### src/hw/char_pkg.sv
// Character layer shared constants
package char_pkg;

    // CPU side of the tile map
    localparam int VRAM_AW = 11;            // Top bit picks the attribute byte

    // Graphics ROM
    localparam int ROM_AW = 13;             // Tile code then 3-bit row
    localparam int CODE_W = 10;             // Two attribute bits above the code byte

    // Colour path
    localparam int PAL_W = 4;
    localparam int PXL_W = 4;               // Colour PROM data width

    // H phase at which the ROM address goes out
    localparam logic [2:0] DATAREAD = 3'd1;

    // H[2:1] value reserved for the CPU
    localparam logic [1:0] CPU_SLOT = 2'd3;

    // Attribute byte layout
    // 7:6 are upper code bits and 3:0 the palette
    localparam int ATTR_HFLIP = 4;
    localparam int ATTR_VFLIP = 5;

endpackage

### src/hw/char_palette.sv
// Character colour PROM
`timescale 1ns/10ps

module char_palette (
    input  logic                       clk,
    input  logic                       pxl_cen,
    input  logic [char_pkg::PAL_W-1:0] pal,
    input  logic [1:0]                 col,
    input  logic [7:0]                 prog_addr,
    input  logic [char_pkg::PXL_W-1:0] prog_din,
    input  logic                       prom_we,
    input  logic                       char_on,   // Low blanks the layer
    output logic [char_pkg::PXL_W-1:0] char_pxl
);
    import char_pkg::*;

    localparam int FILL = 8 - PAL_W - 2;        // Unused upper address bits

    logic [PXL_W-1:0] prom [256];
    logic [7:0]       rd_addr;
    logic [PXL_W-1:0] prom_q = '0;              // Zero until the first lookup

    assign rd_addr = {{FILL{1'b0}}, pal, col};

    // Programming port works at any clock
    always_ff @(posedge clk) begin
        if (prom_we) prom[prog_addr] <= prog_din;
    end

    always_ff @(posedge clk) begin
        if (pxl_cen) prom_q <= prom[rd_addr];
    end

    // All ones means transparent for the mixer
    assign char_pxl = char_on ? prom_q : '1;

endmodule

### config.mk
export PLATFORM = sky130hd
export DESIGN_NAME = char_palette
export DESIGN_NICKNAME = d
export VERILOG_FILES = /design/src/hw/char_pkg.sv /design/src/hw/char_palette.sv
export SDC_FILE = /design/constraint.sdc
export NUM_CORES = 1
export LEC_CHECK = 0
export BUFFER_PORTS_ARGS = -buffer_cell sky130_fd_sc_hd__buf_4
export CORE_MARGIN = 5
export CORE_UTILIZATION = 60
export CTS_BUF_LIST = sky130_fd_sc_hd__clkbuf_4 sky130_fd_sc_hd__clkbuf_8
export DETAILED_ROUTE_END_ITERATION = 10
export MAX_ROUTING_LAYER = met4
export PLACE_DENSITY = 0.79
export SLEW_MARGIN = 20
export SYNTH_ARGS = -nofsm -noshare
export SYNTH_HDL_FRONTEND = slang
export SYNTH_SLANG_ARGS = --single-unit
### constraint.sdc
create_clock -name clk -period 3.2 [get_ports clk]
set_clock_uncertainty 0.2 [all_clocks]
set_input_delay 0.64 -clock clk [delete_from_list [all_inputs] [get_ports clk]]
set_output_delay 0.64 -clock clk [all_outputs]
set_load 0.02 [all_outputs]
# After elaboration in Yosys (flattened, before gate mapping)

Memory sizes are Yosys's and may differ from the RTL's. A register that Yosys moved wholly into a read port is not among the register bits.
Index checks and enable logic that the tools add are counted.

Muxes and demuxes: 3

Operator list:

| kind              | count |
|---|---|
| 4-bit two-way mux | 1 |
| 1-bit two-way mux | 2 |

Register bits: 0
Bits in writable memories: 1,024
Output and inout port bits: 4
Logic and storage cells: 4
Memories kept: 1

Memory list:

| memory | words | width | rd ports | clocked after Yosys merged registers in | write ports | RTL line           | text |
|---|---|---|---|---|---|---|---|
| prom   | 256   | 4     | 1        | 1                                       | 1           | char_palette.sv:19 | `logic [PXL_W-1:0] prom [256];` |

# Depth between registers and ports, before layout

Gate-level depths: netlist of the first run.

Depth after elaboration: 2
Mapped depth: 7

# Worst setup path before layout of the first run

OpenSTA, ideal clock, no wires.

Kind: input to register
Start: input port prog_addr[7]
End: memory prom[11][0], enable pin
Setup time: 329 ps
Arrival time: 2,019 ps
Data required time: 2,671 ps
Slack: 652 ps
Stages: 5
Path through: or3b_2 or3_1 clkbuf_1 clkbuf_1 nor2_1

RTL lines:

| item            | RTL line           | text |
|---|---|---|
| start, declared | char_palette.sv:9  | `input logic [7:0] prog_addr,` |
| end, declared   | char_palette.sv:19 |  |

Straight into the memory's write port.

==> results.toml, run 1 <==
[place]
placed_area_sq_um = 10780
dp_hpwl_mm = 13.62
dp.cells = 758
gp_congestion = 0.8739
io_buffers = 25

[synth]
synth_top_family_by_area = "multiplexers"
syn-cell-area_sq_um = 10380
synth_compound_area_share_pct = 2.651
ys_ff_latch = 260
synth.area.top_cells = "edfxtp_1, mux4_2, nor2_1, mux2i_1, nand2_1"
synth_edf_count = 260
synth_seq_area_share_pct = 75.19
synth_flop_cell = "edfxtp_1"
yosysWarnings = 0
synth_area_per_cell_sq_um = 19.78
synthXorXnorAreaFrac_pct = 0
syn_inst = 525
synth_top_area_cell = "edfxtp_1"
async_flop_share_pct = 0
ys_types = 38
synthSimpleGateAreaFrac_pct = 5.290
synthMuxAreaShare_pct = 14.94
synth.top_cell.area_share_pct = 75.19
synth_fa_ha_area_share_pct = 0
mappedNetlistNets = 547

[route]
viasPerCell = 6.452
dr.pass1.iters = 5
vias = 5342
wl_per_cell_um = 25.60
drc = 0
first_iter_violations = 893
ant_nets = 0
drt_wl_total_mm = 21.20

[setup_path]
worstPathMaxFanout = 23
cp.arrival_ns = 2.47
rrSetupSlack_ns = 1.08
r2r_end = "prom_q[3]$_DFFE_PP_"
reg2regPathDepth = 4
reg2reg_from = "prom[54][3]$_DFFE_PP_"
worstSetupStartpointType = "primary input"
worstSetupPathType = "primary input to register"
cp.required_ns = 3.27
critPathCaptureType = "register"

[worst_hold_path]
whs_endpoint = "prom_q[1]$_DFFE_PP_"
worstHoldPathType = "primary input to register"
hold_start = "pxl_cen"
hold-path-cell-count = 1

[die]
die_y_um = 141.6
die_w_um = 141.6
dieArea_sq_um = 20040
start_util_pct = 60.67
num_io_pins = 26
core_sq_um = 17120
num_rows = 48

[cells_and_area]
drive_gt1_share_pct = 27.03
final_area_sq_um = 11540
finish.utilization_pct = 67.45
fillers = 1058
area_delta_synth_final_pct = 11.18
nets = 599
fin_cells = 828
antenna_cells = 0

[sta]
rsz0062_at_grt = "false"
timing.final.hold_violations = 0
fmax_ghz = 0.4178
tightestPinTransition_ns = 0.6957
min_period_over_period_pct = 74.80
setup_tns_ns = 0
slew_headroom_pct = 53.62
min_period_ns = 2.394
drv_slew = 0
setup_viol = 0

[global_route]
grt_antenna_before_repair = 0
grtUsageTotal_pct = 22.79
grt_max_degree = 65
grt_pass1_vias = 5448
grt-ovfl-total = 0
grt_pass1_wl_mm = 32.63

[clock_network]
h-tree-depth = 2
cts-root-buf = "clkbuf_8"
cts_buffers = 42
holdBufCountCts = 0
cts_tree = "built"
clockBufferDepth = 3
clk_latency_ns = 0.54
cts_setup_buffers = 0
post_cts_resized = 0
path_clk_slew_ns = 0.07
numClockSinks = 260

[power]
power_leakage_nw = 3.599
p_per_area_nw_per_um2 = 585.1
ir_worst_vdd_mv = 0.3479

[run]
drv_cap = 0

[outcome]
status = "complete, no violations"
-- placed cells by master, fill, tap and decap left out, types with 3 or more instances in the layout --
cell type  count
mux2i_1       11
nor2_1        74
nand2b_1       7
nand3b_1       3
nor2b_1        6
nand2_1       16
clkbuf_4       9
inv_1          3
mux4_2        64
a32o_1         3
clkinv_2       6
o22ai_1        5
buf_4         32
o221ai_1       6
clkinv_1       9
nand3_1        8
clkbuf_8      43
a221oi_1       3
edfxtp_1     260
o21ai_1        4
a21oi_1        4
buf_12         3
-- cells by family (layout without fill, tap and decap cells) --
group,after synthesis,in the layout
DFF,260,260
buffers and inverters,30,108
muxes,75,75
AOI/OAI and AO/OA,36,36
and+or+nand+nor,124,124
-- cell usage after synthesis (4+ instances only) --
master,count
o221ai_1,6
nand2_1,16
nand2b_1,7
a21oi_1,4
nand3_1,8
nor2_1,74
mux2i_1,11
mux4_2,64
edfxtp_1,260
nor2b_1,6
o22ai_1,5
o21ai_1,4
clkbuf_1,9
buf_2,8
-- critical path: stages --
cell,delay (ns)
buf_4,0.22
buf_12,0.25
mux4_2,0.54
a221oi_1,0.38
o21ai_1,0.16
a32o_1,0.25
-- power breakdown --
part	internal, mW	switching [mW]	total [mW]
Combinational	0.140	0.208	0.348
Clock	1.43	1.21	2.64
Sequential	3.76	0.00528	3.77
Total	5.33	1.42	6.75
-- metal layers --
metal | vias to the layer above | GRT usage, % | part of all wire, %
li1 | 2244 | - | -
met1 | 2720 | 32.41 | 39
met2 | 327 | 33.87 | 49
met3 | 51 | 4.382 | 10
met4 | 0 | 8.081 | 2.7
met5 | - | - | 0
-- sequential cells by signal, summed over array words and instances, names as in the netlist --
name and flops:
prom_q 4, prom 256
-- how the worst max path moves through the flow --
stage | depth (start not counted) | slack (ns) | to | from
floorplan | 5 | 0.65 | prom[11][0]$_DFFE_PP_ | prog_addr[7]
global placement | 6 | 0.27 | prom_q[3]$_DFFE_PP_ | col[0]
detailed placement | 6 | 0.26 | prom_q[3]$_DFFE_PP_ | col[0]
CTS | 6 | 0.81 | prom_q[3]$_DFFE_PP_ | col[0]
global route | 6 | 0.75 | prom_q[3]$_DFFE_PP_ | col[0]
finish | 6 | 0.81 | prom_q[3]$_DFFE_PP_ | col[0]
-- cell type report --
type | instances | area, sq um | area share (%)
clock buffers | 52 | 659.4 | 5.712
clock inverters | 18 | 108.9 | 0.9429
inverters | 3 | 11.26 | 0.09754
multi-input cells | 235 | 2376 | 20.58
flip-flops and latches | 260 | 7807 | 67.63
well taps | 225 | 281.5 | 2.439
repair buffers | 35 | 300.3 | 2.601
-- metrics by stage --
stage               hold WS (ns)  worst slack [ns]  power [mW]
floorplan                 0.5389            0.6523       4.041
global placement          0.7037            0.2713       4.176
detailed placement        0.7034            0.2602       4.186
CTS                       0.1481            0.8141       6.789
global route              0.1404            0.7506       6.994
finish                    0.1691            0.8063       6.755
(Power assumes the default switching activity.)
==> run 2, diff against run 1 <==
Settings changed: ABC_AREA from default to 1, CORE_UTILIZATION 60 to 58, PLACE_DENSITY 0.79 to 0.8.
Clock period 3.2 ns to 2.2 ns, I/O delays scaled along.
==> run 2 against run 1 <==
  * Final cell count up 53%
  * Global-route usage rose by 0.60 points
  * Critical path depth decreased by 3
  * Total power rose by 49%
  * Highest routed layer unchanged
  * Largest power group unchanged
==> results.toml, run 2 <==
[power]
switching_share_pct = 22.24
seqPwrFrac_pct = 54.5
pwr-share-clk_pct = 39.0
switching_power_mw = 2.236
power_leakage_nw = 4.401
ir_worst_vdd_mv = 0.5938
p_int_mw = 7.816
power_frac_comb_pct = 6.5
p_per_area_nw_per_um2 = 832.9

[synth]
ys_ff_latch = 260
synth_top_area_cell = "edfxtp_1"
syn_inst = 973
yosys-top-cells-count = "nand2_1, edfxtp_1, nand3_1"
synth.top_cell.area_share_pct = 71.18
synth_flop_cell = "edfxtp_1"
synth_seq_area_share_pct = 71.18
yosysWarnings = 0
ys_types = 13
yosysMostFrequentCell = "nand2_1"
synth_area_per_cell_sq_um = 11.27
synth_edf_count = 260
synth.area.top_cells = "edfxtp_1, nand2_1, nand3_1, nor2_1, buf_6"
syn-cell-area_sq_um = 10970
mappedNetlistNets = 995
async_flop_share_pct = 0

[die]
die_w_um = 147.5
num_io_pins = 26
start_util_pct = 58.83
core_sq_um = 18640
dieArea_sq_um = 21760
die_y_um = 147.5
num_rows = 50

[setup_path]
critPathSlowestCell = "edfxtp_1"
critPathCaptureType = "output pin"
worstSetupPathType = "register to output pin"
cp.arrival_ns = 1.15
worstPathMaxFanout = 1
worstSetupStartpointType = "register"
path_cells = "inv_1, nand2_1, buf_4"
slowest_delay_ns = 0.36
cp.required_ns = 1.56

[place]
dp_hpwl_mm = 14.64
gp_congestion = 0.8759
io_buffers = 25

[cells_and_area]
antenna_cells = 0
nets = 1026
drive_gt1_share_pct = 10.38
area_delta_synth_final_pct = 10.04
final_common_cell = "nand2_1"
layout_common_cells = "nand2_1, edfxtp_1, nand3_1"
reg.largest.list = "prom: 256 flops, prom_q: 4 flops"
regMostFlops = "prom"
largest_register_ffs = 256

[sta]
slew_headroom_pct = 54.00
rsz0062_at_grt = "false"
drv_slew = 0
tightestPinTransition_ns = 0.6900
fmax_ghz = 0.5582
whs_ns = 0.05783
setup_tns_ns = 0
min_period_over_period_pct = 81.42
timing.final.hold_violations = 0
setup_viol = 0
min_period_ns = 1.791

[clock_network]
cts-root-buf = "clkbuf_8"
post_cts_resized = 0
clockBufferDepth = 3
h-tree-depth = 2
cts_setup_buffers = 0
cts_buffers = 41
cts_tree = "built"
path_clk_slew_ns = 0.06
holdBufCountCts = 1
numClockSinks = 260
clk_latency_ns = 0.54

[route]
dr.pass1.iters = 5
ant_nets = 0
drc = 0
vias = 7358
drt_wl_total_mm = 24.47
wl_per_cell_um = 19.34
first_iter_violations = 983
viasPerCell = 5.817

[global_route]
grtUsageTotal_pct = 23.39
grt_pass1_vias = 7231
grt_max_degree = 129
grt-ovfl-total = 0
grt_pass1_wl_mm = 38.53
grt_antenna_before_repair = 0

[run]
drv_cap = 0

[outcome]
status = "complete, no violations"

[worst_hold_path]
worstHoldPathType = "primary input to register"
## run 2: layer usage
layer	track usage, %	up-vias	share of wire [%]
met5	-	-	0
met4	7.642	0	2.4
met3	6.070	47	10
met2	35.79	422	47
met1	31.07	3463	40
li1	-	3426	-
## run 2: logic make-up (layout without fill, tap and decap cells)
logic type | count (synthesis) | count (layout) | share of synthesized area, %
buf+inv | 74 | 132 | 4.426
simple gates | 639 | 639 | 24.39
flops | 260 | 260 | 71.18
## run 2: path summary, 6_finish.rpt
kind,startpoint,depth (start not counted),slack (ns),end
worst max register to register,prom[41][1]$_DFFE_PP_,8,0.56,prom_q[1]$_DFFE_PP_
worst max-delay path,prom_q[2]$_DFFE_PP_,3,0.41,char_pxl[2]
worst min-delay path,pal[3],3,0.06,prom_q[0]$_DFFE_PP_
worst min register to register,prom[52][0]$_DFFE_PP_,8,0.71,prom_q[0]$_DFFE_PP_
## run 2: power groups by stage
| stage | logic [mW] | registers [mW] | clock network, mW |
|---|---|---|---|
| 6_report | 0.655 | 5.47 | 3.92 |
| 5_1_grt | 0.719 | 5.47 | 4.19 |
| 4_1_cts | 0.648 | 5.47 | 3.94 |
| 3_5_place_dp | 0.642 | 5.58 | 0 |
| 3_3_place_gp | 0.631 | 5.58 | 0 |
| 2_1_floorplan | 0.394 | 5.58 | 0 |
## run 2: through the flow
stage	cells	cell area [sq um]	power, mW	setup slack [ns]	util, %
final	1265	12070	10.05	0.4087	64.74
after global routing	1265	12070	10.38	0.3497	64.74
after detailed placement	1194	11280	6.219	0.02026	60.50
after global placement	1194	11280	6.208	0.04922	60.50
after floorplan	973	10970	5.972	0.3643	-
after CTS	1265	12070	10.06	0.3810	64.74
## run 2: final cells by class
cell class	instances	area (sq um)
sequential	260	7807
fill	1402	6574
multi-input combinational	639	2675
clock buffer	58	698.2
timing repair buffer	44	445.4
tap	234	292.8
clock inverter	12	81.33
inverter	18	68.82
## run 2: critical path, delay by kind of cell, from the launching register on
family,cells,cell delay [ns]
flip-flops,1,0.36
AND/OR/NAND/NOR,1,0.04
buffers and inverters,2,0.21
