--- src/hw/char_pkg.sv ---
// Character layer shared constants
package char_pkg;

    // CPU side of the tile map
    localparam int VRAM_AW = 11;            // Top bit picks the attribute byte

    // Graphics ROM
    localparam int ROM_AW = 13;             // Tile code then 3-bit row
    localparam int CODE_W = 10;             // Two attribute bits above the code byte

    // Colour path
    localparam int PAL_W = 4;
    localparam int PXL_W = 4;               // Colour PROM data width

    // H phase at which the ROM address goes out
    localparam logic [2:0] DATAREAD = 3'd1;

    // H[2:1] value reserved for the CPU
    localparam logic [1:0] CPU_SLOT = 2'd3;

    // Attribute byte layout
    // 7:6 are upper code bits and 3:0 the palette
    localparam int ATTR_HFLIP = 4;
    localparam int ATTR_VFLIP = 5;

endpackage

--- src/hw/char_if.sv ---


// ROM row handed to the pixel shifter
interface char_row_if;
    import char_pkg::*;

    logic [15:0]      data;
    logic             hflip;
    logic [PAL_W-1:0] pal;
    logic             load;     // One pxl_cen period per tile

    modport src (output data, hflip, pal, load);
    modport dst (input  data, hflip, pal, load);
endinterface

--- src/hw/char_shift.sv ---
// Character pixel shifter
`timescale 1ns/10ps

module char_shift #(
    parameter logic [7:0] HOFFSET = 8'd0       // Pixel offset added to H
) (
    input  logic                       clk,
    input  logic                       rst_n,
    input  logic                       pxl_cen,
    input  logic [7:0]                 h,
    char_row_if.dst                    row,
    output logic [char_pkg::PAL_W-1:0] pal,
    output logic [1:0]                 col
);

    logic [7:0] hfix;
    logic [7:0] cur;        // Byte on screen, plane 1 in 7:4 and plane 0 in 3:0
    logic [7:0] nxt;        // Second half of the row
    logic [7:0] first_b;
    logic [7:0] second_b;
    logic [7:0] src;
    logic [1:0] pix;
    logic [7:0] shifted;

    assign hfix = h + HOFFSET;

    // Flipped rows start from the last pixel of byte 1
    assign first_b  = row.hflip ? row.data[15:8] : row.data[7:0];
    assign second_b = row.hflip ? row.data[7:0]  : row.data[15:8];

    always_comb begin
        if (row.load) begin
            src = first_b;                      // Pixel 0 goes out straight from the row
        end else if (hfix[2:0] == 3'd4) begin
            src = nxt;                          // Four pixels done
        end else begin
            src = cur;
        end
        // Plane 1 bit above plane 0 bit
        pix = row.hflip ? {src[4], src[0]} : {src[7], src[3]};
        // Both nibbles move together
        shifted = row.hflip ? {1'b0, src[7:5], 1'b0, src[3:1]}
                            : {src[6:4], 1'b0, src[2:0], 1'b0};
    end

    always_ff @(posedge clk) begin
        if (!rst_n) begin
            cur <= '0;
            nxt <= '0;
            col <= '0;
            pal <= '0;
        end else if (pxl_cen) begin
            cur <= shifted;
            if (row.load) nxt <= second_b;
            col <= pix;
            pal <= row.pal;                     // Level for the whole tile so one stage matches
        end
    end

endmodule

--- src/flat_wrapper.sv ---
// flat-port wrapper written by rule: the top's interface ports become plain ports
module char_shift_flat 
#(
    parameter logic [7:0] HOFFSET = 8'd0                                 
)
  (clk, rst_n, pxl_cen, h, pal, col, row_data, row_hflip, row_pal, row_load);
  char_row_if row_i ();
  input  logic clk;
  input  logic rst_n;
  input  logic pxl_cen;
  input  logic [7:0] h;
  output logic [char_pkg::PAL_W-1:0] pal;
  output logic [1:0] col;
  input wire logic [$bits(row_i.data)-1:0] row_data;
  input wire logic [$bits(row_i.hflip)-1:0] row_hflip;
  input wire logic [$bits(row_i.pal)-1:0] row_pal;
  input wire logic [$bits(row_i.load)-1:0] row_load;
  assign row_i.data = row_data;
  assign row_i.hflip = row_hflip;
  assign row_i.pal = row_pal;
  assign row_i.load = row_load;
  char_shift #(.HOFFSET(HOFFSET)) u_core (.clk(clk), .rst_n(rst_n), .pxl_cen(pxl_cen), .h(h), .row(row_i), .pal(pal), .col(col));
endmodule
--- config.mk ---
export PLATFORM = sky130hd
export DESIGN_NAME = char_shift_flat
export DESIGN_NICKNAME = d
export VERILOG_FILES = /design/src/hw/char_pkg.sv /design/src/hw/char_if.sv /design/src/hw/char_shift.sv /design/src/flat_wrapper.sv
export SDC_FILE = /design/constraint.sdc
export NUM_CORES = 1
export LEC_CHECK = 0
export ABC_AREA = 1
export BUFFER_PORTS_ARGS = -buffer_cell sky130_fd_sc_hd__buf_2
export CAP_MARGIN = 40
export CORE_AREA = 4 4 62 64
export CTS_CLUSTER_DIAMETER = 120
export DETAILED_ROUTE_END_ITERATION = 7
export DIE_AREA = 0 0 66 68
export PLACE_DENSITY = 0.63
export SYNTH_ARGS = -nofsm -noshare
export SYNTH_HDL_FRONTEND = slang
export SYNTH_SLANG_ARGS = --single-unit
--- constraint.sdc ---
create_clock -name clk -period 1.13 [get_ports clk]
set_input_delay 0.226 -clock clk [delete_from_list [all_inputs] [get_ports clk]]
set_output_delay 0.226 -clock clk [all_outputs]
set_load 0.01 [all_outputs]
After elaboration in Yosys (flattened, before gate mapping). Index checks and enable logic that the tools add are counted.

Bits in registers: 22.

Equal/unequal tests: 1. Muxes and demuxes: 6. Reduce and logical (&&, ||, !) cells: 1.

Operators by type and width (count): 8-bit two-way mux (5); 3-bit == test (second input constant) (1); 2-bit two-way mux (1); 2-bit AND reduction (1).

Longest topological paths before layout. Gate-level depths: netlist of run 1.

Word-level depth: 4. Mapped depth: 8.

Worst setup path before layout of run 1. No wires, ideal clock.

Path type: input to register. Start point: input row_hflip. End point: register u_core.cur[1]. Arrival time: 0.867 ns. Required time: 1.021 ns. Setup slack: 0.154 ns. Stages: 8. Buffers on the path: 2. Cells stage by stage: buf_4 > buf_6 > nand2_1 > nand3_1 > nand3_1 > nand3_1 > nand2_1 > inv_1.

Cells in the longest elaborated chain, start to end: 3.

Ends and longest elaborated chain: from (decl) (RTL line flat_wrapper.sv:15) `input wire logic [$bits(row_i.hflip)-1:0] row_hflip;`; 8-bit two-way mux (RTL line char_shift.sv:28) `assign first_b = row.hflip ? row.data[15:8] : row.data[7:0];`; 8-bit two-way mux (RTL line char_shift.sv:32) `if (row.load) begin`; 8-bit two-way mux (*) (RTL line char_shift.sv:42) `shifted = row.hflip ? {1'b0, src[7:5], 1'b0, src[3:1]}`; to (signal assigned) (RTL line char_shift.sv:53) `cur <= shifted;`; to (decl) (RTL line char_shift.sv:17) `logic [7:0] cur;`.

Mark *: on every way between the ends. The rest lies on a longest branch, timed or not. A chain may end at the register's enable or synchronous reset.

Worst setup path after layout of run 1.
Start point: register u_core.pal[1] (netlist name). End point: output pal[1] (netlist name).

RTL lines: from (decl) (RTL line char_shift.sv:12) `output logic [char_pkg::PAL_W-1:0] pal,`; from (signal assigned) (RTL line char_shift.sv:56) `pal <= row.pal;`; to (decl) (RTL line flat_wrapper.sv:12) `output logic [char_pkg::PAL_W-1:0] pal;`.

No word-level cell between the ends.

==> impl_metrics.json, run 1 <==
{
  "cts_num_sinks": 22,
  "finalPower_uw": 1640,
  "antenna_found_initial": 0,
  "max_clock_freq_mhz": 972,
  "post_cts_buffers": 0,
  "seq_area_um2": 440,
  "core-area_um2": 3280,
  "fp-row-count": 21,
  "cp_max_fo": 2,
  "cap_violations": 0,
  "status": "finished, final reports clean",
  "layout_common_cells": "45 x nand2_1, 44 x nand3_1, 33 x buf_2",
  "grt_pass1_wl_um": 5240,
  "wire_per_inst_um": 11.8,
  "finalMaxSlewViolations": 0,
  "portBuffers": 33,
  "numCtsBuffers": 3,
  "fp.dieH_um": 68,
  "cp-end-kind": "output pin",
  "p_seq_share_pct": 51.7,
  "relSlewSlack_pct": 83.1,
  "grt_use_met1_pct": 20.2,
  "drive_gt1_share_pct": 23.1,
  "post_drt_via_cell_ratio": 4.93,
  "fin_skew_ps": 6.41,
  "critPathTopFamily": "flip-flops",
  "crit_type": "reg2out",
  "internal_power_uw": 1160,
  "vias": 1317,
  "multi_input_area_um2": 639,
  "required_ps": 900,
  "final_common_cell": "nand2_1",
  "grt_max_degree": 21,
  "irDropWorstVdd_v": 0.000678,
  "clkPwrFrac_pct": 27.4,
  "yosys_warnings": 0,
  "die_x_um": 66,
  "cts_max_level": 1,
  "cts_resized": 0,
  "critPathLaunchType": "flip-flop",
  "cellPowerDensity_nw_per_um2": 1100,
  "final_cell_area_um2": 1490,
  "cts_hold_buf": 0,
  "dp_hpwl_um": 2410,
  "clk_pin_slew_ps": 130,
  "p_leak_uw": 0.000728,
  "gp_congestion": 0.815,
  "floorplan.initialDensity_pct": 36.5,
  "syn_nets": 216,
  "placed_area_um2": 1460,
  "grt_overflow": 0,
  "use_met2_pct": 24.9,
  "synth_top_family_by_area": "simple AND/OR/NAND/NOR gates",
  "rsz0062_at_grt": "no",
  "dp_cells": 263,
  "avgSynthCellArea_um2": 6.54,
  "die_area_um2": 4490,
  "cts_buffer_depth": 2,
  "pwr-share-comb_pct": 20.9,
  "min_period_ps": 1030,
  "grtUsageMet3_pct": 2.46,
  "worstPathArrival_ps": 800,
  "slowest_delay_ps": 350,
  "first_pass_iters": 4,
  "num_antenna_cells": 0,
  "cts_tree": "yes",
  "clock-root-buffer": "clkbuf_4",
  "synth_area_um2": 1200,
  "swShare_pct": 28.9,
  "grt-busiest-layer": "met2",
  "synth-compound-area-share_pct": 15.4,
  "ant_nets": 0,
  "final_hold_viol_count": 0,
  "synthMuxAreaShare_pct": 0,
  "boundaryPins": 39,
  "reg2reg_depth": 6,
  "synth-simple-area-share_pct": 38.0,
  "grt.total_usage_pct": 15.2,
  "synthToLayoutAreaGrowth_pct": 24.6,
  "nets": 255,
  "synth_fa_ha_area_share_pct": 0,
  "fin_cells": 267,
  "drc": 0,
  "whs_path_depth": 3,
  "grt_pass1_vias": 1136,
  "ys_seq_area_share_pct": 36.8,
  "drt-total-wl_um": 3140,
  "clkLatencyLatePin_ps": 320,
  "ys_ff_latch": 22,
  "cp.depth": 1,
  "cpMaxStageDelayCell": "dfxtp_1",
  "hp-class": "in2reg",
  "yosysUniqueCellTypes": 18,
  "setup_viol": 0,
  "synth_xor_xnor_area_share_pct": 0,
  "tightest_slew_ps": 253,
  "worst-path-buf-inv": 1,
  "timing.final.crit_share_pct": 91.0,
  "path_cells": "buf_2",
  "n_fill_cell": 371,
  "dr.first_iter.drc_count": 81,
  "netlist_instances": 183,
  "p_sw_uw": 473
}
## metal layers
metal,routed length [um],vias up
met5,0,-
met4,49,0
met3,217,5
met2,1490,47
met1,1380,580
li1,-,685
## registers in the layout, summed over array words and instances (netlist names)
signal	count
u_core.nxt	8
u_core.cur	8
u_core.col	2
u_core.pal	4
## tightest hold or removal path: stages
cell and delay [ps]:
buf_2 70, nor2_1 30, nor2_1 80
## area by class of cell
type / instances / share of cell area, %
repair buffers: 41 / 16.8
clock buffers: 4 / 2.43
multi-input cells: 136 / 42.9
well taps: 46 / 3.86
inverters: 18 / 4.53
flip-flops and latches: 22 / 29.5
## power groups by stage
stage	Clock [uW]	Combinational [uW]	Sequential [uW]
2_1_floorplan	0	201	866
3_3_place_gp	0	342	862
3_5_place_dp	0	344	864
4_1_cts	463	345	846
5_1_grt	489	394	852
6_report	449	342	846
## cells in the mapped netlist
master | number | area [um^2]
o21ai_0 | 12 | 60.1
buf_2 | 4 | 20.0
nand3_1 | 44 | 220
nand2_2 | 1 | 6.26
inv_2 | 1 | 3.75
o211ai_1 | 2 | 15.0
nor2_4 | 2 | 22.5
o21ai_1 | 4 | 20.0
nor2_1 | 10 | 37.5
a31oi_1 | 1 | 6.26
buf_4 | 1 | 7.51
dfxtp_1 | 22 | 440
clkinv_1 | 1 | 3.75
buf_6 | 2 | 22.5
a21oi_2 | 2 | 17.5
nand2_1 | 45 | 169
inv_1 | 16 | 60.1
a21oi_1 | 13 | 65.1
## cell families after synthesis
logic type | after synthesis
and+or+nand+nor | 102
AOI/OAI and AO/OA | 34
buffers and inverters | 25
DFF | 22
## worst paths after layout
kind            startpoint       endpoint  slack [ps]
max          u_core.pal[1]         pal[1]         100
min             row_pal[2]  u_core.pal[2]         120
max reg2reg  u_core.nxt[7]  u_core.col[1]         260
min reg2reg  u_core.cur[0]  u_core.cur[0]         470
## stage by stage
step | utilization [%] | hold WS (ps) | TNS [ps] | worst slack [ps]
2_1_floorplan | - | 361 | 0 | 154
5_1_grt | 45.4 | 126 | 0 | 68.6
3_3_place_gp | 44.3 | 446 | -89.4 | -32.4
6_report | 45.4 | 122 | 0 | 101
3_5_place_dp | 44.3 | 456 | -137 | -43.7
4_1_cts | 45.4 | 117 | 0 | 100
No activity file was read; power rests on OpenSTA's default activity.
==> run 2: changes to the inputs <==
==> constraint.sdc (replaced) <==
create_clock -name clk -period 1.18 [get_ports clk]
set_input_delay 0.118 -clock clk [delete_from_list [all_inputs] [get_ports clk]]
set_output_delay 0.118 -clock clk [all_outputs]
set_load 0.01 [all_outputs]
==> impl_metrics.json, run 2 (synthesis results as in run 1) <==
{
  "status": "finished, final reports clean",
  "drt-total-wl_um": 3110,
  "reg2reg_depth": 6,
  "critPathLaunchType": "flip-flop",
  "seq_area_um2": 440,
  "n_fill_cell": 366,
  "final_cell_area_um2": 1450,
  "tightest_slew_ps": 272,
  "core-area_um2": 3280,
  "dr.first_iter.drc_count": 42,
  "numCtsBuffers": 3,
  "irDropWorstVdd_v": 0.000635,
  "die_x_um": 66,
  "grt_pass1_wl_um": 5490,
  "hp-class": "in2reg",
  "timing.final.crit_share_pct": 75.9,
  "cts_hold_buf": 0,
  "final_hold_viol_count": 0,
  "cts_buffer_depth": 2,
  "cap_violations": 0,
  "min_period_ps": 896,
  "fin_skew_ps": 2.30,
  "clk_pin_slew_ps": 110,
  "fin_tns_setup_ps": 0,
  "reg2reg_slack_ps": 320,
  "ant_nets": 0,
  "grt_overflow": 0,
  "placed_area_um2": 1430,
  "post_cts_buffers": 0,
  "rsz0062_at_grt": "no",
  "cp_max_fo": 2,
  "setup_viol": 0,
  "cp-end-kind": "output pin",
  "cellPowerDensity_nw_per_um2": 1010,
  "floorplan.initialDensity_pct": 36.5,
  "fp.dieH_um": 68,
  "regToRegStartpoint": "u_core.nxt[7]",
  "cts_num_sinks": 22,
  "max_clock_freq_mhz": 1120,
  "gp_congestion": 0.808,
  "cts_max_level": 1,
  "cp.depth": 1,
  "grt_pass1_vias": 1311,
  "relSlewSlack_pct": 81.8,
  "boundaryPins": 39,
  "post_drt_via_cell_ratio": 4.88,
  "p_leak_uw": 0.000707,
  "startpoint": "u_core.pal[1]",
  "clkLatencyLatePin_ps": 300,
  "drive_gt1_share_pct": 22.0,
  "slowest_delay_ps": 350,
  "wire_per_inst_um": 11.8,
  "worstPathArrival_ps": 780,
  "nets": 253,
  "path_cells": "buf_2",
  "finalPower_uw": 1470,
  "critPathTopFamily": "flip-flops",
  "worst-path-buf-inv": 1,
  "fp-row-count": 21,
  "clock-root-buffer": "clkbuf_4",
  "synthToLayoutAreaGrowth_pct": 21.1,
  "first_pass_iters": 4,
  "drc": 0,
  "grt_max_degree": 17,
  "multi_input_area_um2": 639,
  "crit_type": "reg2out",
  "cpMaxStageDelayCell": "dfxtp_1",
  "num_antenna_cells": 0,
  "top_regs": "u_core.cur (8), u_core.nxt (8), u_core.pal (4)",
  "grt.total_usage_pct": 15.5,
  "portBuffers": 33,
  "vias": 1289,
  "finalMaxSlewViolations": 0,
  "cts_tree": "yes",
  "final_util_pct": 44.2,
  "crit_end": "pal[1]",
  "required_ps": 1060,
  "final_common_cell": "nand2_1",
  "dp_hpwl_um": 2420,
  "r2r_end": "u_core.col[1]",
  "cts_resized": 0,
  "die_area_um2": 4490,
  "layout_common_cells": "45 x nand2_1, 44 x nand3_1, 33 x buf_2",
  "antenna_found_initial": 0
}
run 2: changes by cell type in the layout (fill, tap and decap cells not counted):
cell      before  now
clkbuf_8       1    0
buf_12         2    1
buf_4          6    5
run 2: power by group:
part           internal, uW  switching [uW]  total, uW
combinational           130             188        318
clock                   119             221        340
sequential              788            22.0        810
total                  1040             431       1470
run 2: area by class of cell:
type                       instances  share of cell area (%)
tap                               46                    3.97
timing repair buffer              39                    15.4
clock buffer                       3                    1.55
inverter                          18                    4.66
sequential                        22                    30.4
multi-input combinational        136                    44.1
run 2: worst min-delay path by stage:
stage          slack (ps)  startpoint             to  cells past startpoint
6_report               30  row_pal[1]  u_core.pal[1]                      3
5_1_grt                40  row_pal[3]  u_core.pal[3]                      3
4_1_cts                20  row_pal[1]  u_core.pal[1]                      3
3_5_place_dp          350  row_pal[0]  u_core.pal[0]                      3
3_3_place_gp          340  row_pal[1]  u_core.pal[1]                      3
2_1_floorplan         250  row_pal[1]  u_core.pal[1]                      2
run 2: metal layers:
layer	up-vias	track usage (%)	part of all wire, %
met5	-	0	0
met4	0	4.31	1.2
met3	4	3.12	5.2
met2	30	28.3	46
met1	574	18.3	47
li1	681	-	-
run 2: through the flow:
stage / hold WS, ps / setup WS (ps) / std cells
after floorplan: 253 / 312 / 183
after global placement: 341 / 143 / 261
after detailed placement: 349 / 135 / 261
after CTS: 20.8 / 268 / 264
after global routing: 36.8 / 210 / 264
final: 32.6 / 284 / 264
