$ cat src/hw/char_pkg.sv
// Character layer shared constants
package char_pkg;

    // CPU side of the tile map
    localparam int VRAM_AW = 11;            // Top bit picks the attribute byte

    // Graphics ROM
    localparam int ROM_AW = 13;             // Tile code then 3-bit row
    localparam int CODE_W = 10;             // Two attribute bits above the code byte

    // Colour path
    localparam int PAL_W = 4;
    localparam int PXL_W = 4;               // Colour PROM data width

    // H phase at which the ROM address goes out
    localparam logic [2:0] DATAREAD = 3'd1;

    // H[2:1] value reserved for the CPU
    localparam logic [1:0] CPU_SLOT = 2'd3;

    // Attribute byte layout
    // 7:6 are upper code bits and 3:0 the palette
    localparam int ATTR_HFLIP = 4;
    localparam int ATTR_VFLIP = 5;

endpackage

$ cat src/hw/char_if.sv
// Character pipeline stage links
`timescale 1ns/10ps

// Decoded map entry for the next tile
interface char_tile_if;
    import char_pkg::*;

    logic [CODE_W-1:0] code;
    logic [PAL_W-1:0]  pal;
    logic              hflip;   // Already toggled by screen flip
    logic              vflip;
    logic [2:0]        row;     // Line inside the tile

    modport src (output code, pal, hflip, vflip, row);
    modport dst (input  code, pal, hflip, vflip, row);
endinterface

// ROM row handed to the pixel shifter
interface char_row_if;
    import char_pkg::*;

    logic [15:0]      data;
    logic             hflip;
    logic [PAL_W-1:0] pal;
    logic             load;     // One pxl_cen period per tile

    modport src (output data, hflip, pal, load);
    modport dst (input  data, hflip, pal, load);
endinterface

$ cat src/hw/char_fetch.sv
// Character ROM address and row latch
`timescale 1ns/10ps

module char_fetch #(
    parameter logic [7:0] HOFFSET = 8'd0       // Pixel offset added to H
) (
    input  logic                        clk,
    input  logic                        rst_n,
    input  logic                        pxl_cen,
    input  logic [7:0]                  h,
    char_tile_if.dst                    tile,
    output logic [char_pkg::ROM_AW-1:0] char_addr,
    input  logic [15:0]                 rom_data,
    input  logic                        rom_ok,     // Level, high when rom_data matches
    char_row_if.src                     row
);
    import char_pkg::*;

    logic [7:0]       hfix;
    logic [2:0]       phase;
    logic             rom_win;
    logic [15:0]      good_data;                // Last valid ROM row
    logic             hflip_q;
    logic [PAL_W-1:0] pal_q;

    assign hfix  = h + HOFFSET;
    assign phase = hfix[2:0];

    // Phases 3 to 6 only
    // Data before that may still belong to the previous address
    assign rom_win = phase > DATAREAD + 3'd1 && phase != 3'd7;

    // ROM address with vertical flip on the row bits
    always_ff @(posedge clk) begin
        if (!rst_n) begin
            char_addr <= '0;
        end else if (pxl_cen && phase == DATAREAD) begin
            char_addr <= {tile.code, tile.row ^ {3{tile.vflip}}};
        end
    end

    // Attributes travel along with the address
    always_ff @(posedge clk) begin
        if (pxl_cen && phase == DATAREAD) begin
            hflip_q <= tile.hflip;
            pal_q   <= tile.pal;
        end
    end

    // Checked on every clock, rom_ok may rise between pxl_cen pulses
    always_ff @(posedge clk) begin
        if (rom_win && rom_ok) good_data <= rom_data;
    end

    // Hand over at phase 7 so the shifter starts on phase 0
    always_ff @(posedge clk) begin
        if (!rst_n) begin
            row.load <= 1'b0;
        end else if (pxl_cen) begin
            row.load <= phase == 3'd7;          // Lasts one pxl_cen period
        end
    end

    always_ff @(posedge clk) begin
        if (pxl_cen && phase == 3'd7) begin
            row.data  <= good_data;             // Old row kept if rom_ok never came
            row.hflip <= hflip_q;
            row.pal   <= pal_q;
        end
    end

endmodule

$ cat src/flat_wrapper.sv
// flat-port wrapper written by rule: the top's interface ports become plain ports
module char_fetch_flat import char_pkg::*;
#(
    parameter logic [7:0] HOFFSET = 8'd0                                 
)
  (clk, rst_n, pxl_cen, h, char_addr, rom_data, rom_ok, tile_code, tile_pal, tile_hflip, tile_vflip, tile_row, row_data, row_hflip, row_pal, row_load);
  char_tile_if tile_i ();
  char_row_if row_i ();
  input  logic clk;
  input  logic rst_n;
  input  logic pxl_cen;
  input  logic [7:0] h;
  output logic [char_pkg::ROM_AW-1:0] char_addr;
  input  logic [15:0] rom_data;
  input  logic rom_ok;
  input wire logic [$bits(tile_i.code)-1:0] tile_code;
  input wire logic [$bits(tile_i.pal)-1:0] tile_pal;
  input wire logic [$bits(tile_i.hflip)-1:0] tile_hflip;
  input wire logic [$bits(tile_i.vflip)-1:0] tile_vflip;
  input wire logic [$bits(tile_i.row)-1:0] tile_row;
  output wire logic [$bits(row_i.data)-1:0] row_data;
  output wire logic [$bits(row_i.hflip)-1:0] row_hflip;
  output wire logic [$bits(row_i.pal)-1:0] row_pal;
  output wire logic [$bits(row_i.load)-1:0] row_load;
  assign tile_i.code = tile_code;
  assign tile_i.pal = tile_pal;
  assign tile_i.hflip = tile_hflip;
  assign tile_i.vflip = tile_vflip;
  assign tile_i.row = tile_row;
  assign row_data = row_i.data;
  assign row_hflip = row_i.hflip;
  assign row_pal = row_i.pal;
  assign row_load = row_i.load;
  char_fetch #(.HOFFSET(HOFFSET)) u_core (.clk(clk), .rst_n(rst_n), .pxl_cen(pxl_cen), .h(h), .tile(tile_i), .char_addr(char_addr), .rom_data(rom_data), .rom_ok(rom_ok), .row(row_i));
endmodule
$ cat config.mk
export PLATFORM = sky130hd
export DESIGN_NAME = char_fetch_flat
export DESIGN_NICKNAME = d
export VERILOG_FILES = /design/src/hw/char_pkg.sv /design/src/hw/char_if.sv /design/src/hw/char_fetch.sv /design/src/flat_wrapper.sv
export SDC_FILE = /design/constraint.sdc
export NUM_CORES = 1
export LEC_CHECK = 0
export BUFFER_PORTS_ARGS = -buffer_cell sky130_fd_sc_hd__buf_4
export CAP_MARGIN = 20
export CORE_MARGIN = 2
export CORE_UTILIZATION = 44
export CTS_BUF_LIST = sky130_fd_sc_hd__clkbuf_8
export DETAILED_ROUTE_END_ITERATION = 6
export PLACE_DENSITY_LB_ADDON = 0.15
export SETUP_SLACK_MARGIN = 0.05
export SLEW_MARGIN = 20
export SYNTH_ARGS = -nofsm -noshare
export SYNTH_HDL_FRONTEND = slang
export SYNTH_SLANG_ARGS = --single-unit
$ cat constraint.sdc
create_clock -name clk -period 1.1 [get_ports clk]
set_input_delay 0.055 -clock clk [delete_from_list [all_inputs] [get_ports clk]]
set_output_delay 0.055 -clock clk [all_outputs]
set_load 0.005 [all_outputs]
After elaboration in Yosys (flattened, before gate mapping)
Cells that the tools add are included.
- order comparisons: 1
- equal/unequal tests: 3
- bitwise gates (word level): 1
- reduce and logical (&&, ||, !) cells: 4
- operator list (kind ; number):
    1-bit logical AND ; 4
    3-bit by 1-bit equality test with 1-bit output, second input constant ; 1
    3-bit equality test, second input constant ; 1
    3-bit by 2-bit > comparator with 1-bit output, second input constant ; 1
    3-bit inequality test, second input constant ; 1
    3-bit bitwise XOR ; 1
- register bits after elaboration: 56
- input port bits: 47
- output and inout bits: 35
- logic and storage cells: 17

Longest topological paths before layout
Gate-level depths: netlist of run 1.
- word-level depth: 3
- mapped depth: 5
- gate-level depth less buffers: 4

Worst setup path before layout of run 1
No wires, ideal clock.
- path kind: input-to-reg
- from: input port h[2]
- to: register u_core.row.data[0] (enable)
- setup time: 0.380 ns
- data arrival time: 0.697 ns
- required time: 0.720 ns
- setup slack: 0.023 ns
- cell stages on the path: 1
- path buffers: 0
- path through: and4_1
- longest elaborated chain between the ends: 2
- ends and longest elaborated chain (item ; RTL line ; RTL):
    start, declared ; flat_wrapper.sv:12 ; input logic [7:0] h;
    3-bit equality test ; char_fetch.sv:65 ; if (pxl_cen && phase == 3'd7) begin
    1-bit logical AND ; char_fetch.sv:65 ;
    end signal, assigned ; char_fetch.sv:66 ; row.data <= good_data;
    end, declared ; char_if.sv:27 ; modport src (output data, hflip, pal, load);
Every way passes these cells.
A chain may end at the register's enable or synchronous reset.

Worst setup path after layout of run 1
- from: register u_core.row.data[14]
- to: output port row_data[14]
- RTL lines (item ; RTL line ; RTL):
    end, declared ; flat_wrapper.sv:21 ; output wire logic [$bits(row_i.data)-1:0] row_data;
No word-level cell between the ends.

==> results.md, run 1 <==
- Routed WL: around 3.8 mm
- # setup viols final: 0
- Cell family with most CP delay: flip-flops
- DP Worst Slack: 0.0619 ns
- Die X: between 60 and 70 µm
- Metal2 WL: 2.04 mm
- Initial antenna violation count: 0
- CTS tree: yes
- Arr. time, crit path: 0.83 ns
- Layout cells sized above 1: 0.434
- Row count: 23
- Worst setup SP type: flip-flop
- Vias/cell: 4.65
- Max incr delay on CP: around 0.39 ns
- Total clock sinks: 56
- Setup Fix Bufs, Post-CTS: 0
- DRT met1 WL: 1.39 mm
- Worst vdd ir: 807 µV
- Synthesis Warnings: 0
- Crit. End Element: output pin
- Vias: 1250
- Met3 wire len: 265 µm
- Nets@finish: 265
- Max-cap viol count: 0
- Final setup TNS: 0 ns
- Max clock buf depth: 2
- Htree depth: 2
- Placer congestion estimate: approximately 0.73
- Status: complete, no violations
- Synth cell types: 17
- Leak: 1.19 nW
- Initial core utilization: 0.463
- Uppermost layer routed: met4
- FMAX: 1130 MHz
- Crit-path cells: buf_4
- CP required: roughly 1.0 ns
- RSZ-0062 raised after global routing: no
- Pwr dens: about 1400 nW/µm²
- DRT iter0 DRCs: 123
- Total congestion overflow: 0
- Post-DRT Antenna Nets: 0
- N_diodes: 0
- HP Class: in2reg
- Core area: 4060 µm²
- # hold bufs at CTS: 28
- Slew HR: 0.847
- Overall Global Routing Usage: 0.160
- Final worst path period share: 0.802
- Wire length per cell: 14.1 µm
- Final setup skew: between 0.0015 and 0.002 ns
- Worst-margin pin slew: 0.229 ns
- First-pass GRT wire length: a little under 6 mm
- Buf+Inv Stages, Crit Path: 1
- Clk slew on worst S/H paths: 0.09 ns
- Crit path time final: 0.882 ns
- Root Driver: clkbuf_8
- Pin count of the biggest net entering global routing: 23
- DRC viols: 0
- Yosys reg bits: 56
- Final Core Density: 0.723
- Total CTS buffers: 5
- Slowest cell on crit path: edfxtp_1
- Final Power: ~0.0040 W
- Final hold viol count: 0
- Synth Area per Inst: 17.7 µm²
- Final setup margin: 0.218 ns
- Resize count post-CTS: 0
- Syn_nets: 153
- CP Class: reg2out
- Post-Synthesis Cells: approximately 110
- Crit-path max FO: 1
- I/O pin count: approximately 80
- Post-synthesis sequential area ratio: 0.820
- Die Y: 69.4 µm
- Vias in the first global route: 1271
- Post-Syn Area: approximately 1900 µm²
- Fin. max-slew vios: 0
- Layout area overhead: 56.1%
- Port Buf Inserts: 76
- Clk_lat worst skew: a little under 0.3 ns
- Hpwl dp: 2.54 mm
- DRT Pass-1 Iters: 4
- Die area: 4810 µm²
[per-stage QoR]
step	instances	instance area, µm²	hold slack, ns
floorplan	106	1880	0.154
global placement	232	2540	0.234
detailed placement	232	2540	0.234
CTS	268	2920	0.000984
global route	269	2930	0.0191
finish	269	2930	0.0100
[power breakdown]
group | switching, W | internal (W)
combinational | 0.000114 | 0.000227
sequential | 0.0000232 | 0.00236
clock | 0.000585 | 0.000663
total | 0.000721 | 0.00325
[worst paths after layout]
kind / start / end / slack, ns / cells past startpoint
setup / recovery: u_core.row.data[14] / row_data[14] / 0.22 / 1
hold / removal: tile_code[0] / u_core.char_addr[3] / 0.01 / 3
setup reg to reg: u_core.row.load / u_core.row.load / 0.39 / 2
hold reg to reg: u_core.good_data[2] / u_core.row.data[2] / 0.42 / 0
[cell usage in the layout, fill, tap and decap left out, drive strengths merged]
master,n
buf,79
edfxtp,42
dlygate4sd3,29
nand2,24
dfxtp,14
a21boi,10
clkbuf,5
xnor2,4
o211a,3
clkinv,2
nand4bb,1
inv,1
and2,1
and4,1
nor2b,1
o21a,1
bufinv,1
[final cells by class]
class,count,area [µm²]
fillers,269,1120
well taps,50,62.6
repair buffers,108,908
flip-flops and latches,56,1540
clock buffers,5,68.8
clock inverters,3,37.5
multi-input cells,46,308
inverters,1,6.26
[synthesized netlist by cell type]
| cell type | count | area (µm²) |
|---|---|---|
| o211a_1 | 3 | 30.0 |
| nor2b_1 | 1 | 6.26 |
| buf_8 | 1 | 15.0 |
| inv_4 | 1 | 6.26 |
| nand2_1 | 21 | 78.8 |
| buf_4 | 1 | 7.51 |
| and4_1 | 1 | 8.76 |
| dfxtp_1 | 14 | 280 |
| a21boi_1 | 7 | 52.6 |
| clkbuf_1 | 1 | 3.75 |
| o21a_1 | 1 | 7.51 |
| nand2_2 | 3 | 18.8 |
| edfxtp_1 | 42 | 1260 |
| a21boi_2 | 3 | 33.8 |
| and2_1 | 1 | 6.26 |
| xnor2_1 | 4 | 35.0 |
| nand4bb_4 | 1 | 27.5 |
[metal layers]
layer,vias to the layer above,track usage
li1,602,-
met1,580,0.166
met2,58,0.290
met3,10,0.0581
met4,0,0.0654
met5,-,0
[logic make-up (layout without fill, tap and decap cells)]
kind of cell / count (synthesis) / in the layout / synth area share
AO/OA/AOI/OAI: 14 / 14 / 0.0659
XOR/XNOR: 4 / 4 / 0.0186
buffers and inverters: 4 / 117 / 0.0173
flip-flops: 56 / 56 / 0.820
AND/OR/NAND/NOR: 28 / 28 / 0.0779
[sequential cells by signal, summed over array words and instances (netlist names)]
name              flops
u_core.char_addr     13
u_core.good_data     16
u_core.pal_q          4
u_core.row.pal        4
u_core.row.data      16
u_core.row.hflip      1
u_core.row.load       1
u_core.hflip_q        1
No activity file was read; power rests on OpenSTA's default activity.
==> run 2, diff against run 1 <==
--- a/config.mk
+++ b/config.mk
@@ -5,6 +5,7 @@
 export SDC_FILE = /design/constraint.sdc
 export NUM_CORES = 1
 export LEC_CHECK = 0
+export ABC_AREA = 1
 export BUFFER_PORTS_ARGS = -buffer_cell sky130_fd_sc_hd__buf_4
 export CAP_MARGIN = 20
 export CORE_MARGIN = 2
==> constraint.sdc (replaced) <==
create_clock -name clk -period 0.8 [get_ports clk]
set_input_delay 0.04 -clock clk [delete_from_list [all_inputs] [get_ports clk]]
set_output_delay 0.04 -clock clk [all_outputs]
set_load 0.005 [all_outputs]
==> run 2 against run 1 <==
The run now ends with setup timing left. Worst setup slack worse by 0.30 ns. Clock power increased by 22%. Final cell count increased by 12%. Register-to-register slack worse by 0.25 ns. First-iteration DRC count fell by 33%. Power increased by 35%. Count of clock-buffer cells in the layout stayed put. Design area grew 3.7%. Via count up 8.5%.
==> results.md, run 2 <==
- Area share of the largest cell type after synthesis: 0.642 (was 0.671)
- Vias in the first global route: 1323 (was 1271)
- Synth top area cells: edfxtp_1 64%, dfxtp_1 14%, nand2_1 5.4% (was edfxtp_1 67%, dfxtp_1 15%, nand2_1 4.2%)
- Synth cell count leaders: 42 x edfxtp_1, 28 x nand2_1, 17 x nor2_1 (was 42 x edfxtp_1, 21 x nand2_1, 14 x dfxtp_1)
- Layout cells sized above 1: 0.444 (was 0.434)
- Sw frac: 0.215 (was 0.182)
- DRC viols: 0 (unchanged)
- Initial core utilization: 0.454 (was 0.463)
- Status: finished with violations (was complete, no violations)
- Worst setup SP type: flip-flop (unchanged)
- Synth area leader: edfxtp_1 (unchanged)
- Placed Cells: 271 (was 232)
- RSZ-0062 raised after global routing: yes (was no)
- Crit path time final: 0.878 ns
- CP Class: reg2out (unchanged)
- Placer congestion estimate: 0.889 (was 0.727)
- Cell Count, Final, Fillers Out: 300 (was 269)
- Final setup skew: 0.00338 ns (was 0.00166 ns)
- DRT Pass-1 Iters: 4 (unchanged)
- Placed Area: 2660 µm² (was 2540 µm²)
- Hold depth: 3 (unchanged)
- Die X: 70.8 µm (was 69.4 µm)
- Worst-margin pin slew: 0.252 ns (was 0.229 ns)
- Fin. max-slew vios: 0 (unchanged)
- Die area: 5010 µm² (was 4810 µm²)
- # setup viols final: 21 (was 0)
- Total clock sinks: 56 (unchanged)
- Row count: 24 (was 23)
- Final setup margin: -0.0778 ns (was 0.218 ns)
- Most frequent cells in the layout: 60 x buf_4, 42 x edfxtp_1, 27 x nand2_1 (was 77 x buf_4, 42 x edfxtp_1, 29 x dlygate4sd3_1)
- Die Y: 70.8 µm (was 69.4 µm)
- Worst vdd ir: 954 µV (was 807 µV)
- Internal: 0.00421 W (was 0.00325 W)
- Crit. End Element: output pin (unchanged)
- DRT iter0 DRCs: 83 (was 123)
- Yosys reg bits: 56 (unchanged)
- Leak: 1.27 nW (was 1.19 nW)
- N_diodes: 0 (unchanged)
- Synth cell types: 15 (was 17)
- Crit-path max FO: 1 (unchanged)
- Hpwl dp: 2.73 mm (was 2.54 mm)
- CTS tree: yes (unchanged)
- Core area: 4320 µm² (was 4060 µm²)
- Number of cells on the worst reg-to-reg path: 2 (unchanged)
- Vias: 1356 (was 1250)
- Arr. time, crit path: 0.84 ns (was 0.83 ns)
- Routed WL: 3.99 mm (was 3.79 mm)
- Overall Global Routing Usage: 0.164 (was 0.160)
- Initial antenna violation count: 0 (unchanged)
- FMAX: 1140 MHz
- Max incr delay on CP: 0.38 ns (was 0.39 ns)
- Nets@finish: 294 (was 265)
- Pin count of the biggest net entering global routing: 22 (was 23)
- Clock power frac: 0.285 (was 0.314)
- Max clock buf depth: 2 (unchanged)
- I/O pin count: 82 (unchanged)
- Slowest cell on crit path: edfxtp_1 (unchanged)
- Post-Synthesis Cells: 143 (was 106)
- Synthesis Warnings: 0 (unchanged)
- DP Worst Slack: -0.156 ns (was 0.0619 ns)
- Clk slew on worst S/H paths: 0.10 ns (was 0.09 ns)
- Number of synthesized flops with an enable pin: 42 (unchanged)
- Root Driver: clkbuf_8 (unchanged)
- Htree depth: 2 (unchanged)
- Total congestion overflow: 0 (unchanged)
- Comb power frac: 0.101 (was 0.086)
- First-pass GRT wire length: 6.21 mm (was 5.80 mm)
- Slew HR: 0.832 (was 0.847)
- Buf+Inv Stages, Crit Path: 1 (unchanged)
- Clk_lat worst skew: 0.30 ns (was 0.29 ns)
- Layout area overhead: 54.9% (was 56.1%)
- Top flop regs: u_core.good_data x16, u_core.row.data x16, u_core.char_addr x13 (unchanged)
- Sw power: 0.00115 W (was 0.000721 W)
- Final hold viol count: 0 (unchanged)
- Pwr dens: 1760 nW/µm² (was 1360 nW/µm²)
- CP required: 0.76 ns (was 1.04 ns)
- Syn_nets: 190 (was 153)
- Most used standard cell by instance count after synthesis: edfxtp_1 (unchanged)
- Failing checks: setup timing
- Most used DFF post-synth: edfxtp_1 (unchanged)
- Final worst path period share: 1.10
- Post-Syn Area: 1960 µm² (was 1880 µm²)
- Wire length per cell: 13.3 µm (was 14.1 µm)
- Cell family with most CP delay: flip-flops (unchanged)
- Most common cell after layout, fill and taps aside: buf_4 (unchanged)
- Post-DRT Antenna Nets: 0 (unchanged)
- Port Buf Inserts: 76 (unchanged)
- Total CTS buffers: 5 (unchanged)
- Vias/cell: 4.52 (was 4.65)
- Post-synthesis sequential area ratio: 0.785 (was 0.820)
- Stages on the worst setup path: 1 (unchanged)
- Max-cap viol count: 0 (unchanged)
- HP Class: in2reg (unchanged)
- Share of flip-flops with an asynchronous set or reset: 0 (unchanged)
- Sequential Power Share: 0.614 (was 0.601)
- Crit-path cells: buf_4 (unchanged)
- Synth Area per Inst: 13.7 µm² (was 17.7 µm²)
- Final setup TNS: -1.31 ns (was 0 ns)
- Cell area after layout: 3040 µm² (was 2930 µm²)
## run 2: area by class of cell
| class | instances | area (µm²) |
|---|---|---|
| clock inverters | 3 | 21.3 |
| repair buffers | 102 | 932 |
| well taps | 52 | 65.1 |
| multi-input cells | 71 | 350 |
| flip-flops and latches | 56 | 1560 |
| fillers | 315 | 1280 |
| inverters | 11 | 45.0 |
| clock buffers | 5 | 68.8 |
## run 2: kinds of logic (layout without fill, tap and decap cells)
group                  count (synthesis)  after routing  share of synthesized area
flip-flops                            56             56                      0.785
buffers and inverters                 16            121                     0.0440
AND/OR/NAND/NOR                       59             59                      0.139
AO/OA/AOI/OAI                         12             12                     0.0319
## run 2: final timing paths
| check | startpoint | to | slack (ns) |
|---|---|---|---|
| min reg2reg | u_core.good_data[12] | u_core.row.data[12] | 0.43 |
| max | u_core.row.data[6] | row_data[6] | -0.08 |
| max reg2reg | u_core.row.load | u_core.row.load | 0.14 |
| min | rst_n | u_core.char_addr[4] | 0.03 |
## run 2: metal layers
metal | up-vias | GRT usage | routed length, µm
met5 | - | 0 | 0
met4 | 0 | 0.0566 | 69
met3 | 9 | 0.0541 | 255
met2 | 50 | 0.276 | 2060
met1 | 605 | 0.199 | 1600
li1 | 692 | - | -
## run 2: through the flow
stage	utilization	hold WS (ns)	total power, W
2_1_floorplan	-	0.139	0.00350
3_3_place_gp	0.615	0.219	0.00377
3_5_place_dp	0.615	0.220	0.00379
4_1_cts	0.702	0.0163	0.00540
5_1_grt	0.703	0.0319	0.00562
6_report	0.703	0.0262	0.00536
## run 2: what timing repair did
| action | 4_1_cts | 5_1_grt |
|---|---|---|
| gates resized for setup | 29 | 2 |
| hold endpoints to repair | 21 | 0 |
| setup endpoints to repair | 35 | 35 |
| setup buffers | 0 | 0 |
| hold buffers | 21 | 0 |
## run 2: power by group through the flow
stage               clock (W)  combinational [W]  sequential [W]
finish                0.00153           0.000541         0.00329
global route          0.00173           0.000587         0.00330
CTS                   0.00156           0.000543         0.00329
detailed placement          0           0.000444         0.00335
global placement            0           0.000426         0.00334
floorplan                   0           0.000164         0.00334
